[src/heartbeat.sv]
`timescale 1ns/10ps

module heartbeat #(
    parameter int DIV = 100_000_000
) (
    input  logic clk_i,
    input  logic rst_ni,
    output logic led_o
);

    localparam int CNT_W = (DIV > 1) ? $clog2(DIV) : 1;

    logic [CNT_W-1:0] cnt;

    always_ff @(posedge clk_i or negedge rst_ni)
    begin
        if (!rst_ni)
        begin
            led_o <= 1'b0;
            cnt   <= '0;
        end
        else if (cnt == CNT_W'(DIV - 1))
        begin
            led_o <= ~led_o;
            cnt   <= '0;
        end
        else
        begin
            cnt <= cnt + 1'b1;
        end
    end

endmodule

[config.mk]
export PLATFORM = sky130hd
export DESIGN_NAME = heartbeat
export DESIGN_NICKNAME = d
export VERILOG_FILES = /design/src/heartbeat.sv
export SDC_FILE = /design/constraint.sdc
export NUM_CORES = 1
export LEC_CHECK = 0
export ABC_AREA = 1
export BUFFER_PORTS_ARGS = -buffer_cell sky130_fd_sc_hd__buf_2
export CAP_MARGIN = 20
export CORE_MARGIN = 1
export CORE_UTILIZATION = 60
export CTS_CLUSTER_DIAMETER = 200
export DETAILED_ROUTE_END_ITERATION = 7
export PLACE_DENSITY = 0.78
export SLEW_MARGIN = 20
export SYNTH_ARGS = -nofsm -noshare
export SYNTH_HDL_FRONTEND = slang
export SYNTH_SLANG_ARGS = --single-unit
[constraint.sdc]
create_clock -name clk_i -period 2.8 [get_ports clk_i]
set_clock_uncertainty 0.05 [all_clocks]
set_input_delay 0.28 -clock clk_i [delete_from_list [all_inputs] [get_ports clk_i]]
set_output_delay 0.28 -clock clk_i [all_outputs]
set_load 0.01 [all_outputs]
After elaboration in Yosys (flattened, before gate mapping)

Cells that the tools add are included.

Add/subtract/negate cells: 1
$mul: 0
Divide/modulo/power cells: 0
Order comparisons: 0
Equal/unequal tests: 1
Shifts and indexed selects: 0
Mux-type cells: 1
Bitwise gates (word level): 1
Reductions and logical operators: 0

Operators with widths:

| kind                                          | count |
|---|---|
| adder 27 x 1 -> 27 bit, second input constant | 1 |
| == test 27 bit, second input constant         | 1 |
| two-way mux 27 bit                            | 1 |
| inverter 1 bit                                | 1 |

Register bits: 28
Bits in latches: 0
Memory bits (writable): 0
ROM bits: 0
Input port bits: 2
Output and inout port bits: 1
Word-level logic and storage cells: 6
Memories kept: 0

Logic depth before layout (Yosys ltp)

Word-level depth: 2
Gate-level depth with buffers: 9
Depth with buffers taken out: 9

Least setup slack after synthesis

Ideal clock, no wire load.

Kind: register to register
Start point: reg cnt[0]
End point: reg cnt[24]
Setup time: 119 ps
Arrival time: 1,183 ps
Required time: 2,631 ps
Slack: 1,448 ps
Cell stages (with the launch flop): 9
Buffers on the path: 0
Period minus slack after synthesis: 1,352 ps
Path through: dfrtp_1 > ha_1 > nand2_1 > nor2_4 > nand2_4 > nor2_2 > nand2_2 > nand2_1 > nor2_1

Cells in the longest elaborated chain, start to end: 2
Elaborated cells between the ends (all ways): 3
Classes of those cells: 1 x add/sub; 1 x eq/ne; 1 x mux

RTL lines:

| element                                                  | RTL line | source |
|---|---|---|
| start: declaration                                       | 13       | `logic [CNT_W-1:0] cnt;` |
| start signal: assignment                                 | 29       | `cnt <= cnt + 1'b1;` |
| adder 27 x 1 -> 27 bit or == test 27 bit (tied branches) | 29, 22   |  |
| two-way mux 27 bit *                                     | 22       | `else if (cnt == CNT_W'(DIV - 1))` |

Every way passes the cells marked *; elsewhere a longest branch is shown, timed or not.
A chain may end at the register's enable or synchronous reset.

Final worst setup path

Start point: reg cnt[0]
End point: reg cnt[20]

The elaborated chain is that of the path after synthesis.

==> out/results.ini <==
[clocking]
htreeDepth=1
clkTransAtPathRegs_ps=150
cts_buffers=3
cts_sinks=28
cts_tree=built
root_buffer=clkbuf_4
cts_buffer_depth=2
clk_latency_ps=320

[grt]
antenna_found_initial=0
grt.busiest_layer=met2
grt_pass1_wl_um=5640
track_usage_pct=26.5
overflow=0
grt_max_degree=29
met1_usage_pct=38.0
grt_util_met3_pct=2.46
grt_pass1_vias=1322
use_met2_pct=43.0

[worst_setup_path]
crit_slowest_cell=dfrtp_1
end_kind=flip-flop
startpoint_type=flip-flop
cp_top_family=simple AND/OR/NAND/NOR gates
crit_chain=ha_1 -> nand2_1 -> nor2_4 -> nand2_4 -> nor2_2 -> nand2_2 -> nand2_1 -> nor2_1
cp-startpoint=cnt[0]
cpPeakStageDelay_ps=400
cp_common_cell=nand2_1
arrival_ps=1720
cp_max_fo=9
required_ps=2970
r2r-start=cnt[0]
crit_type=reg -> reg
crit_buf_inv=0

[drt]
dr_total_vias=1435
drt-initial-drc-count=45
drcViolationCount=0
wl_per_cell_um=12.0
dr.pass1.iters=4
viasPerCell=5.18
postRouteAntennaNets=0
routed_wl_um=3330

[synthesis]
syn_area_per_cell_um2=7.04
syn_nets=243
ys_ff_latch=28
yosysTopAreaCell=dfrtp_1
netlist_area_um2=1690
synthCells=240
synthDistinctLibCells=19
yosysSeqAreaShare_pct=41.5
yosysTopAreaCellShare_pct=41.5
ys_warn_count=0
synth.area.top_cells=dfrtp_1, nand2_1, nor2_1

[sta]
setup_tns_ps=0
setup_viol=0
maxSlewViolCount=0
tightest_slew_ps=617
slew_headroom_pct=58.9
finalCriticalPeriod_ps=1550
period_share_pct=55.2
rsz0062_at_grt=false
fmax_ghz=0.647
hold_viol_final=0

[floorplanning]
core_um2=2570
io_pins=3
dieArea_um2=3030
die_w_um=55.1
num_rows=18
initial_core_util_pct=65.8
die_y_um=55.1

[pwr]
power_density_nw_per_um2=340
fin_total_pwr_mw=0.606
ir_drop_mv=0.298
p_leak_nw=0.836

[place]
numPortBuffers=2
hpwl_um=2610
gp_congestion=0.906
dpl.cell_count=272

[cells_and_area]
mostFrequentLayoutCell=nand2_1
mostFrequentLayoutCells=nand2_1, nor2_1, dfrtp_1
nNetsFinal=251
drive_gt1_share_pct=11.3
area_delta_synth_final_pct=5.56
num_antenna_cells=0
finalNonFillerCells=277
fillers=232

[worst_hold_path]
hold_path_class=reg -> reg
min_from=cnt[0]

[outcome]
status=finished, final reports clean

[job]
drv_cap=0

## timing repair
action	4_1_cts	5_1_grt
hold buffers	1	0
endpoints found under the hold margin	28	0
setup buffers	0	0
resized for setup	0	0
## kinds of logic (layout without fill, tap and decap cells)
logic type,after synthesis,count (layout),synth area share (%)
flops,28,28,41.5
fa+ha+maj,1,1,0.741
compound gates,7,7,2.07
simple gates,167,167,44.4
xor+xnor,10,10,5.19
buf+inv,27,34,6.07
## through the flow
| step | setup slack (ps) | hold slack [ps] | area, um^2 | utilization, % |
|---|---|---|---|---|
| 6_report | 1250 | 426 | 1780 | 69.4 |
| 5_1_grt | 1140 | 462 | 1780 | 69.4 |
| 4_1_cts | 1250 | 429 | 1780 | 69.4 |
| 3_5_place_dp | 1280 | 277 | 1740 | 67.6 |
| 3_3_place_gp | 1320 | 273 | 1740 | 67.6 |
| 2_1_floorplan | 1450 | -65.6 | 1690 | - |
## report_power, final
group	leakage, nW	switching, mW	total (mW)	internal, mW
clock network	0.0210	0.113	0.193	0.0795
logic	0.439	0.00762	0.00903	0.00140
registers	0.377	0	0.404	0.404
## flip-flops by register name, summed over array words and instances, names as in the netlist
| name | count |
|---|---|
| led_o | 1 |
| cnt | 27 |
## final timing paths
check | slack, ps | endpoint | cells after the start
setup / recovery | 1250 | cnt[20] | 8
hold / removal | 430 | cnt[0] | 1
setup reg to reg | 1250 | cnt[20] | 8
hold reg to reg | 430 | cnt[0] | 1
max in group asynchronous | 1860 | cnt[9] | 2
min in group asynchronous | 440 | cnt[14] | 2
## cells in the mapped netlist
cell and instances:
nor3_1 1, xnor2_1 2, nand2_4 1, o21ai_0 1, nand2_1 74, dfrtp_1 28, nand4_1 2, ha_1 1
inv_1 26, nor2_1 56, nand2_2 7, a21oi_1 6, nor2_2 5, nand3b_1 1, xor2_1 8, nand3_1 11
and2_1 1, nor2_4 8, clkinv_2 1
## area by class of cell
type	count	area (um^2)	share of cell area (%)
Sequential cell	28	701	39.3
Clock buffer	4	36.3	2.04
Tap cell	30	37.5	2.11
Timing Repair Buffer	3	20.0	1.12
Inverter	27	103	5.75
Multi-Input combinational cell	185	886	49.7
## metal layers
| layer | vias to the layer above | share of wire (%) |
|---|---|---|
| met4 | 0 | 1.4 |
| li1 | 743 | - |
| met3 | 6 | 5.1 |
| met1 | 652 | 49 |
| met5 | - | 0 |
| met2 | 34 | 45 |
Power figures use the tool's default switching activity.
