--- config.mk ---
export PLATFORM = sky130hd
export DESIGN_NAME = req_fifo_flat
export DESIGN_NICKNAME = d
export VERILOG_FILES = /design/src/common/mem_pkg.sv /design/src/common/mem_req_if.sv /design/src/req_fifo.sv /design/src/flat_wrapper.sv
export SDC_FILE = /design/constraint.sdc
export NUM_CORES = 1
export LEC_CHECK = 0
export BUFFER_PORTS_ARGS = -buffer_cell sky130_fd_sc_hd__buf_4
export CELL_PAD_IN_SITES_DETAIL_PLACEMENT = 1
export CELL_PAD_IN_SITES_GLOBAL_PLACEMENT = 2
export CORE_AREA = 2 2 131 133
export CTS_CLUSTER_DIAMETER = 80
export DETAILED_ROUTE_END_ITERATION = 12
export DIE_AREA = 0 0 133 135
export MAX_ROUTING_LAYER = met4
export PLACE_DENSITY = 0.71
export SLEW_MARGIN = 40
export SYNTH_ARGS = -nofsm -noshare
export SYNTH_HDL_FRONTEND = slang
export SYNTH_SLANG_ARGS = --single-unit
export TNS_END_PERCENT = 30
--- constraint.sdc ---
create_clock -name clk_i -period 4.9 [get_ports clk_i]
set_clock_uncertainty 0.2 [all_clocks]
set_input_delay 0.98 -clock clk_i [delete_from_list [all_inputs] [get_ports clk_i]]
set_output_delay 0.98 -clock clk_i [all_outputs]
set_load 0.02 [all_outputs]
--- src/common/mem_pkg.sv ---
package mem_pkg;

    localparam int ADDR_W = 32;
    localparam int DATA_W = 32;
    localparam int BE_W   = 4;

    // Address map, same regions as the SoC crossbar
    localparam logic [ADDR_W-1:0] ROM_BASE  = 32'h0001_0000;
    localparam logic [ADDR_W-1:0] ROM_LEN   = 32'h0001_0000;
    localparam logic [ADDR_W-1:0] SRAM_BASE = 32'h8000_0000;
    localparam logic [ADDR_W-1:0] SRAM_LEN  = 32'h1000_0000;

    localparam int ROM_WORDS  = 16;
    localparam int SRAM_WORDS = 1024;

    localparam int OFF_W      = $clog2(BE_W);
    localparam int ROM_IDX_W  = $clog2(ROM_WORDS);
    localparam int SRAM_IDX_W = $clog2(SRAM_WORDS);

    typedef enum logic [1:0] {
        REGION_ROM,
        REGION_SRAM,
        REGION_NONE
    } region_e;

    // Upper address bits are ignored, so each region wraps on its depth
    typedef union packed {
        struct packed {
            logic [ADDR_W-ROM_IDX_W-OFF_W-1:0] pad;
            logic [ROM_IDX_W-1:0]              idx;
            logic [OFF_W-1:0]                  off;
        } rom_view;
        struct packed {
            logic [ADDR_W-SRAM_IDX_W-OFF_W-1:0] pad;
            logic [SRAM_IDX_W-1:0]              idx;
            logic [OFF_W-1:0]                   off;
        } sram_view;
    } mem_addr_u;

endpackage

--- src/common/mem_req_if.sv ---
`timescale 1ns/10ps

interface mem_req_if;

    logic                         valid;
    logic                         ready;
    mem_pkg::region_e             region;
    mem_pkg::mem_addr_u           addr;
    logic                         we;
    logic [mem_pkg::BE_W-1:0]     be;
    logic [mem_pkg::DATA_W-1:0]   wdata;

    modport src (
        output valid, region, addr, we, be, wdata,
        input  ready
    );

    modport dst (
        input  valid, region, addr, we, be, wdata,
        output ready
    );

endinterface

--- src/req_fifo.sv ---
`timescale 1ns/10ps

module req_fifo #(
    parameter int DEPTH = 2
) (
    input  logic   clk_i,
    input  logic   rst_ni,
    mem_req_if.dst in_q,
    mem_req_if.src out_q
);

    localparam int PTR_W = (DEPTH > 1) ? $clog2(DEPTH) : 1;
    localparam int CNT_W = $clog2(DEPTH + 1);

    mem_pkg::region_e           region_q [DEPTH];
    mem_pkg::mem_addr_u         addr_q   [DEPTH];
    logic                       we_q     [DEPTH];
    logic [mem_pkg::BE_W-1:0]   be_q     [DEPTH];
    logic [mem_pkg::DATA_W-1:0] wdata_q  [DEPTH];

    logic [PTR_W-1:0] wr_ptr;
    logic [PTR_W-1:0] rd_ptr;
    logic [CNT_W-1:0] count;
    logic             push;
    logic             pop;

    assign in_q.ready  = (count != CNT_W'(DEPTH));
    assign out_q.valid = (count != '0);
    assign push        = in_q.valid & in_q.ready;
    assign pop         = out_q.valid & out_q.ready;

    always_ff @(posedge clk_i or negedge rst_ni)
    begin
        if (!rst_ni)
        begin
            wr_ptr <= '0;
            rd_ptr <= '0;
            count  <= '0;
        end
        else
        begin
            if (push)
            begin
                wr_ptr <= (wr_ptr == PTR_W'(DEPTH - 1)) ? '0 : wr_ptr + 1'b1;
            end
            if (pop)
            begin
                rd_ptr <= (rd_ptr == PTR_W'(DEPTH - 1)) ? '0 : rd_ptr + 1'b1;
            end
            if (push && !pop)
            begin
                count <= count + 1'b1;
            end
            else if (pop && !push)
            begin
                count <= count - 1'b1;
            end
        end
    end

    always_ff @(posedge clk_i)
    begin
        if (push)
        begin
            region_q[wr_ptr] <= in_q.region;
            addr_q[wr_ptr]   <= in_q.addr;
            we_q[wr_ptr]     <= in_q.we;
            be_q[wr_ptr]     <= in_q.be;
            wdata_q[wr_ptr]  <= in_q.wdata;
        end
    end

    // Head of the queue is presented straight from storage
    assign out_q.region = region_q[rd_ptr];
    assign out_q.addr   = addr_q[rd_ptr];
    assign out_q.we     = we_q[rd_ptr];
    assign out_q.be     = be_q[rd_ptr];
    assign out_q.wdata  = wdata_q[rd_ptr];

endmodule

--- src/flat_wrapper.sv ---
// flat-port wrapper written by rule: the top's interface ports become plain ports
module req_fifo_flat 
#(
    parameter int DEPTH = 2
)
  (clk_i, rst_ni, in_q_valid, in_q_region, in_q_addr, in_q_we, in_q_be, in_q_wdata, in_q_ready, out_q_valid, out_q_region, out_q_addr, out_q_we, out_q_be, out_q_wdata, out_q_ready);
  mem_req_if in_q_i ();
  mem_req_if out_q_i ();
  input  logic clk_i;
  input  logic rst_ni;
  input wire logic [$bits(in_q_i.valid)-1:0] in_q_valid;
  input wire logic [$bits(in_q_i.region)-1:0] in_q_region;
  input wire logic [$bits(in_q_i.addr)-1:0] in_q_addr;
  input wire logic [$bits(in_q_i.we)-1:0] in_q_we;
  input wire logic [$bits(in_q_i.be)-1:0] in_q_be;
  input wire logic [$bits(in_q_i.wdata)-1:0] in_q_wdata;
  output wire logic [$bits(in_q_i.ready)-1:0] in_q_ready;
  output wire logic [$bits(out_q_i.valid)-1:0] out_q_valid;
  output wire logic [$bits(out_q_i.region)-1:0] out_q_region;
  output wire logic [$bits(out_q_i.addr)-1:0] out_q_addr;
  output wire logic [$bits(out_q_i.we)-1:0] out_q_we;
  output wire logic [$bits(out_q_i.be)-1:0] out_q_be;
  output wire logic [$bits(out_q_i.wdata)-1:0] out_q_wdata;
  input wire logic [$bits(out_q_i.ready)-1:0] out_q_ready;
  assign in_q_i.valid = in_q_valid;
  assign in_q_i.region = in_q_region;
  assign in_q_i.addr = in_q_addr;
  assign in_q_i.we = in_q_we;
  assign in_q_i.be = in_q_be;
  assign in_q_i.wdata = in_q_wdata;
  assign in_q_ready = in_q_i.ready;
  assign out_q_valid = out_q_i.valid;
  assign out_q_region = out_q_i.region;
  assign out_q_addr = out_q_i.addr;
  assign out_q_we = out_q_i.we;
  assign out_q_be = out_q_i.be;
  assign out_q_wdata = out_q_i.wdata;
  assign out_q_i.ready = out_q_ready;
  req_fifo #(.DEPTH(DEPTH)) u_core (.clk_i(clk_i), .rst_ni(rst_ni), .in_q(in_q_i), .out_q(out_q_i));
endmodule
; Word-level counts from Yosys, hierarchy flattened
; Memory sizes are Yosys's and may differ from the RTL's.
; Cells that the tools add are included.
[totals]
register_bits = 4
mem_bits_rw = 142
input_bits = 75
out_inout_bits = 73
word_cells = 27
n_memories = 5
[op_classes]
n_addsub = 4
eq_ne = 1
mux = 6
n_bitwise = 2
n_reduce_logical = 6
[memory_table]
columns = memory, words, word_bits, read_ports, rd_clocked_by_memory_dff, wr, line_no
row1 = u_core.addr_q, 2, 32, 1, 0, 1, req_fifo.sv:16  ; mem_pkg::mem_addr_u addr_q [DEPTH];
row2 = u_core.wdata_q, 2, 32, 1, 0, 1, req_fifo.sv:19  ; logic [mem_pkg::DATA_W-1:0] wdata_q [DEPTH];
row3 = u_core.be_q, 2, 4, 1, 0, 1, req_fifo.sv:18  ; logic [mem_pkg::BE_W-1:0] be_q [DEPTH];
row4 = u_core.region_q, 2, 2, 1, 0, 1, req_fifo.sv:15  ; mem_pkg::region_e region_q [DEPTH];
row5 = u_core.we_q, 2, 1, 1, 0, 1, req_fifo.sv:17  ; logic we_q [DEPTH];
[op_table]
columns = operator, n
row1 = two-way mux 1 bit, 4
row2 = two-way mux 2 bit, 2
row3 = nonzero test 2 bit, 2
row4 = "adder 1 bit, second input constant", 2
row5 = "adder 2 x 1 -> 2 bit, second input constant", 1
row6 = bitwise AND 1 bit, 2
row7 = logical AND 1 bit, 2
row8 = logical NOT 1 bit, 2
row9 = "inequality test 2 bit, second input constant", 1
row10 = "subtractor 2 x 1 -> 2 bit, second input constant", 1

; Depth between registers and ports, before layout
[depth]
depth_word = 6
mapped_depth = 7

; Least setup slack after synthesis
; No wires, ideal clock.
[synth_timing]
path_type = input to register
from = in in_q_valid
to = mem u_core.addr_q[0][0] (netlist name), enable pin
arrival_ns = 4.042
t_required_ns = 4.199
setup_slack_ns = 0.158
cell_stages = 2
cell_sequence = nand2_1 -> nor2_1
[synth_between]
elab_chain_cells = 3
[synth_rtl]
columns = element, line_no
row1 = from (decl), flat_wrapper.sv:11  ; input wire logic [$bits(in_q_i.valid)-1:0] in_q_valid;
row2 = bitwise AND 1 bit, req_fifo.sv:29  ; assign push = in_q.valid & in_q.ready;
row3 = two-way mux 1 bit, req_fifo.sv:63  ; if (push)
row4 = two-way mux 1 bit (not written as such), req_fifo.sv:66  ; addr_q[wr_ptr] <= in_q.addr;
row5 = to (decl), req_fifo.sv:16
; No other way between the ends.

; Worst setup path after layout
[layout_timing]
from = reg u_core.rd_ptr
to = out out_q_wdata[0]
[layout_between]
elab_chain_cells = 1
[layout_rtl]
columns = element, line_no
row1 = from (decl), req_fifo.sv:22  ; logic [PTR_W-1:0] rd_ptr;
row2 = from (signal assigned), req_fifo.sv:48  ; rd_ptr <= (rd_ptr == PTR_W'(DEPTH - 1)) ? '0 : rd_ptr + 1'b1;
row3 = memory read (2 x 32 bit), n/a
row4 = to (decl), flat_wrapper.sv:23  ; output wire logic [$bits(out_q_i.wdata)-1:0] out_q_wdata;
; No other way between the ends.

==> impl_results.md <==
- RR Startpoint: u_core.count[0]
- Post-synthesis simple-gate area fraction: 0.00596
- Outcome: finished clean
- Row cnt: 47
- Final core utilization: 0.467
- Fin cells: 638
- Max_cap viols: 0
- Grt total ovfl: 0
- Post-detail-place hpwl: 7410 um
- Worst-path cell chain: buf_12 > buf_4 > mux2_4 > buf_4
- Synth Cell Area: 0.00567 mm^2
- Vias: 2779
- Required time worst endpoint: 3720 ps
- Post-CTS setup buffer count: 0
- Slew HR: 0.667
- CTS Buffer Depth: 2
- TritonCTS clock tree: built
- Crit start category: flip-flop
- Total track usage: 0.127
- Largest family of logic cells by synthesized area: multiplexers
- Hold WC Path Type: primary input to async pin
- # IOs: 148
- Die Ht: 135 um
- Worst-Margin Slew: 499 ps
- CP Capture Type: output port
- RePlAce Congestion: 0.704
- Clk_lat worst skew: 410 ps
- Die Area: 0.0180 mm^2
- Number of global-route vias before repair: 3134
- Slew Limit Fails: 0
- Syn_nets: 315
- Final hold violation count: 0
- Worst VDD drop: 0.000256 V
- RSZ-0062 raised after global routing: no
- Post-route clock period utilization: 0.697
- Initial antenna violation count: 0
- Resized cells post-CTS: 0
- DR vias/cell: 4.36
- Die width: 133 um
- Core ar.: 0.0164 mm^2
- Root buffer cell: clkbuf_16
- Yosys reg bits: 146
- Post-Synth XOR/XNOR Area: 0.00773
- Synth Area in Compound Gates: 0
- Mux share of post-synthesis cell area: 0.187
- CP max FO: 24
- R2R Path End: u_core.addr_q[0][5]
- First-pass iteration count of the detailed router: 4
- Post-Synthesis Cells: 239
- CTS clock-pin slew for the worst setup and hold paths: 60 ps
- Final instance area: 0.00767 mm^2
- R2R depth: 5
- Register-to-register setup slack: 2600 ps
- Worst path most repeated cell: buf_4
- Post-route ant nets: 0
- Post-synth cell types: 15
- Port-buffer cells: 147
- Leak: 3.06 nW
- Initial Util: 0.345
- Data arrival time of the worst path: 2230 ps
- Layout cells sized above 1: 0.622
- Mean post-synth cell area: 23.7 um^2
- Setup violations, final: 0
- Placed Area: 0.00701 mm^2
- # DRC: 0
- CTS Buf Count: 17
- Setup TNS: 0 ps
- CP max stage delay: 700 ps
- Synth Area in Adders: 0.00221
- Setup CP Type: flip-flop to output port
- Power per cell area: 653 mW/mm^2
- Hold Buf Count CTS: 0
- Nets: 481
- Wire per inst: 17.0 um
- Largest net degree at the start of global routing: 45
- Sink Count: 146
- Ys Warns: 0
- Final min period: 3410 ps
- Initial DRC Count: 129
- CP max stage cell: dfrtp_4
- Diodes inserted: 0
- Achievable Freq: 293 MHz
- Register area share after synthesis: 0.770
- Final wirelength: 10800 um
- Inst Count DP: 605
- H-tree depth: 4
- First-pass GRT wire length: 16400 um
- Syn-to-layout area delta: 35.3%
## critical path, delay by kind of cell (launching register included)
family | cells | cell delay (ps)
buf+inv | 3 | 780
mux | 1 | 340
flops | 1 | 700
## state kept, by name, indices dropped and copies added (netlist names)
register,count
u_core.be_q,8
u_core.addr_q,64
u_core.wr_ptr,1
u_core.wdata_q,64
u_core.region_q,4
u_core.rd_ptr,1
u_core.count,2
u_core.we_q,2
## Yosys cell counts, drive strengths merged
cell type | count | area [um^2]
xor2 | 2 | 17.5
nor2 | 2 | 7.51
or2 | 1 | 6.26
mux2 | 71 | 1060
nand2b | 1 | 6.26
xnor2 | 3 | 26.3
inv | 1 | 3.75
nand2 | 2 | 7.51
edfxtp | 142 | 4260
and3 | 1 | 6.26
ha | 1 | 12.5
dfrtp | 4 | 100
buf | 8 | 151
## logic make-up after synthesis
logic type,Yosys count
mux,71
fa+ha+maj,1
simple gates,7
xor+xnor,5
flops,146
buf+inv,9
## power by group
group | internal [W] | switching, W
Sequential | 0.00171 | 0.000129
Combinational | 0.000896 | 0.000879
Clock | 0.000902 | 0.000490
## through the flow
stage | setup WS (ps) | total power, W | hold WS (ps)
2_1_floorplan | 158 | 0.00310 | 256
3_3_place_gp | 1770 | 0.00359 | 285
3_5_place_dp | 1760 | 0.00366 | 315
4_1_cts | 1300 | 0.00507 | 136
5_1_grt | 1380 | 0.00522 | 134
6_report | 1490 | 0.00501 | 157
## worst max path at each step
stage             startpoint             endpoint  slack, ps  depth (start not counted)
2_1_floorplan     in_q_valid  u_core.addr_q[0][0]        160                          2
3_3_place_gp   u_core.rd_ptr       out_q_wdata[0]       1770                          3
3_5_place_dp   u_core.rd_ptr       out_q_wdata[0]       1760                          3
4_1_cts        u_core.rd_ptr       out_q_wdata[0]       1300                          3
5_1_grt        u_core.rd_ptr       out_q_wdata[0]       1380                          4
6_report       u_core.rd_ptr       out_q_wdata[0]       1490                          4
## routing by layer
layer	wire, um	global-route usage	vias to the layer above
li1	-	-	1273
met2	5470	0.208	100
met4	226	0.0675	0
met1	4570	0.142	1384
met3	577	0.0383	22
met5	0	-	-
## placed cells by master (no fill, tap or decap), drive strengths merged
| cell | n |
|---|---|
| ha | 1 |
| clkinv | 6 |
| mux2 | 71 |
| clkbuf | 18 |
| nand2b | 1 |
| xnor2 | 3 |
| edfxtp | 142 |
| buf | 155 |
| or2 | 1 |
| and3 | 1 |
| dfrtp | 4 |
| bufinv | 5 |
| inv | 2 |
| xor2 | 2 |
| nor2 | 2 |
| nand2 | 2 |
| clkinvlp | 2 |
## cell type report
cell class	instances	area (um^2)
Clock buffer	18	429
Clock inverter	14	211
Fill cell	1533	8740
Inverter	1	3.75
Multi-Input combinational cell	84	1160
Sequential cell	146	4370
Tap cell	220	275
Timing Repair Buffer	155	1220
(Power assumes the default switching activity.)
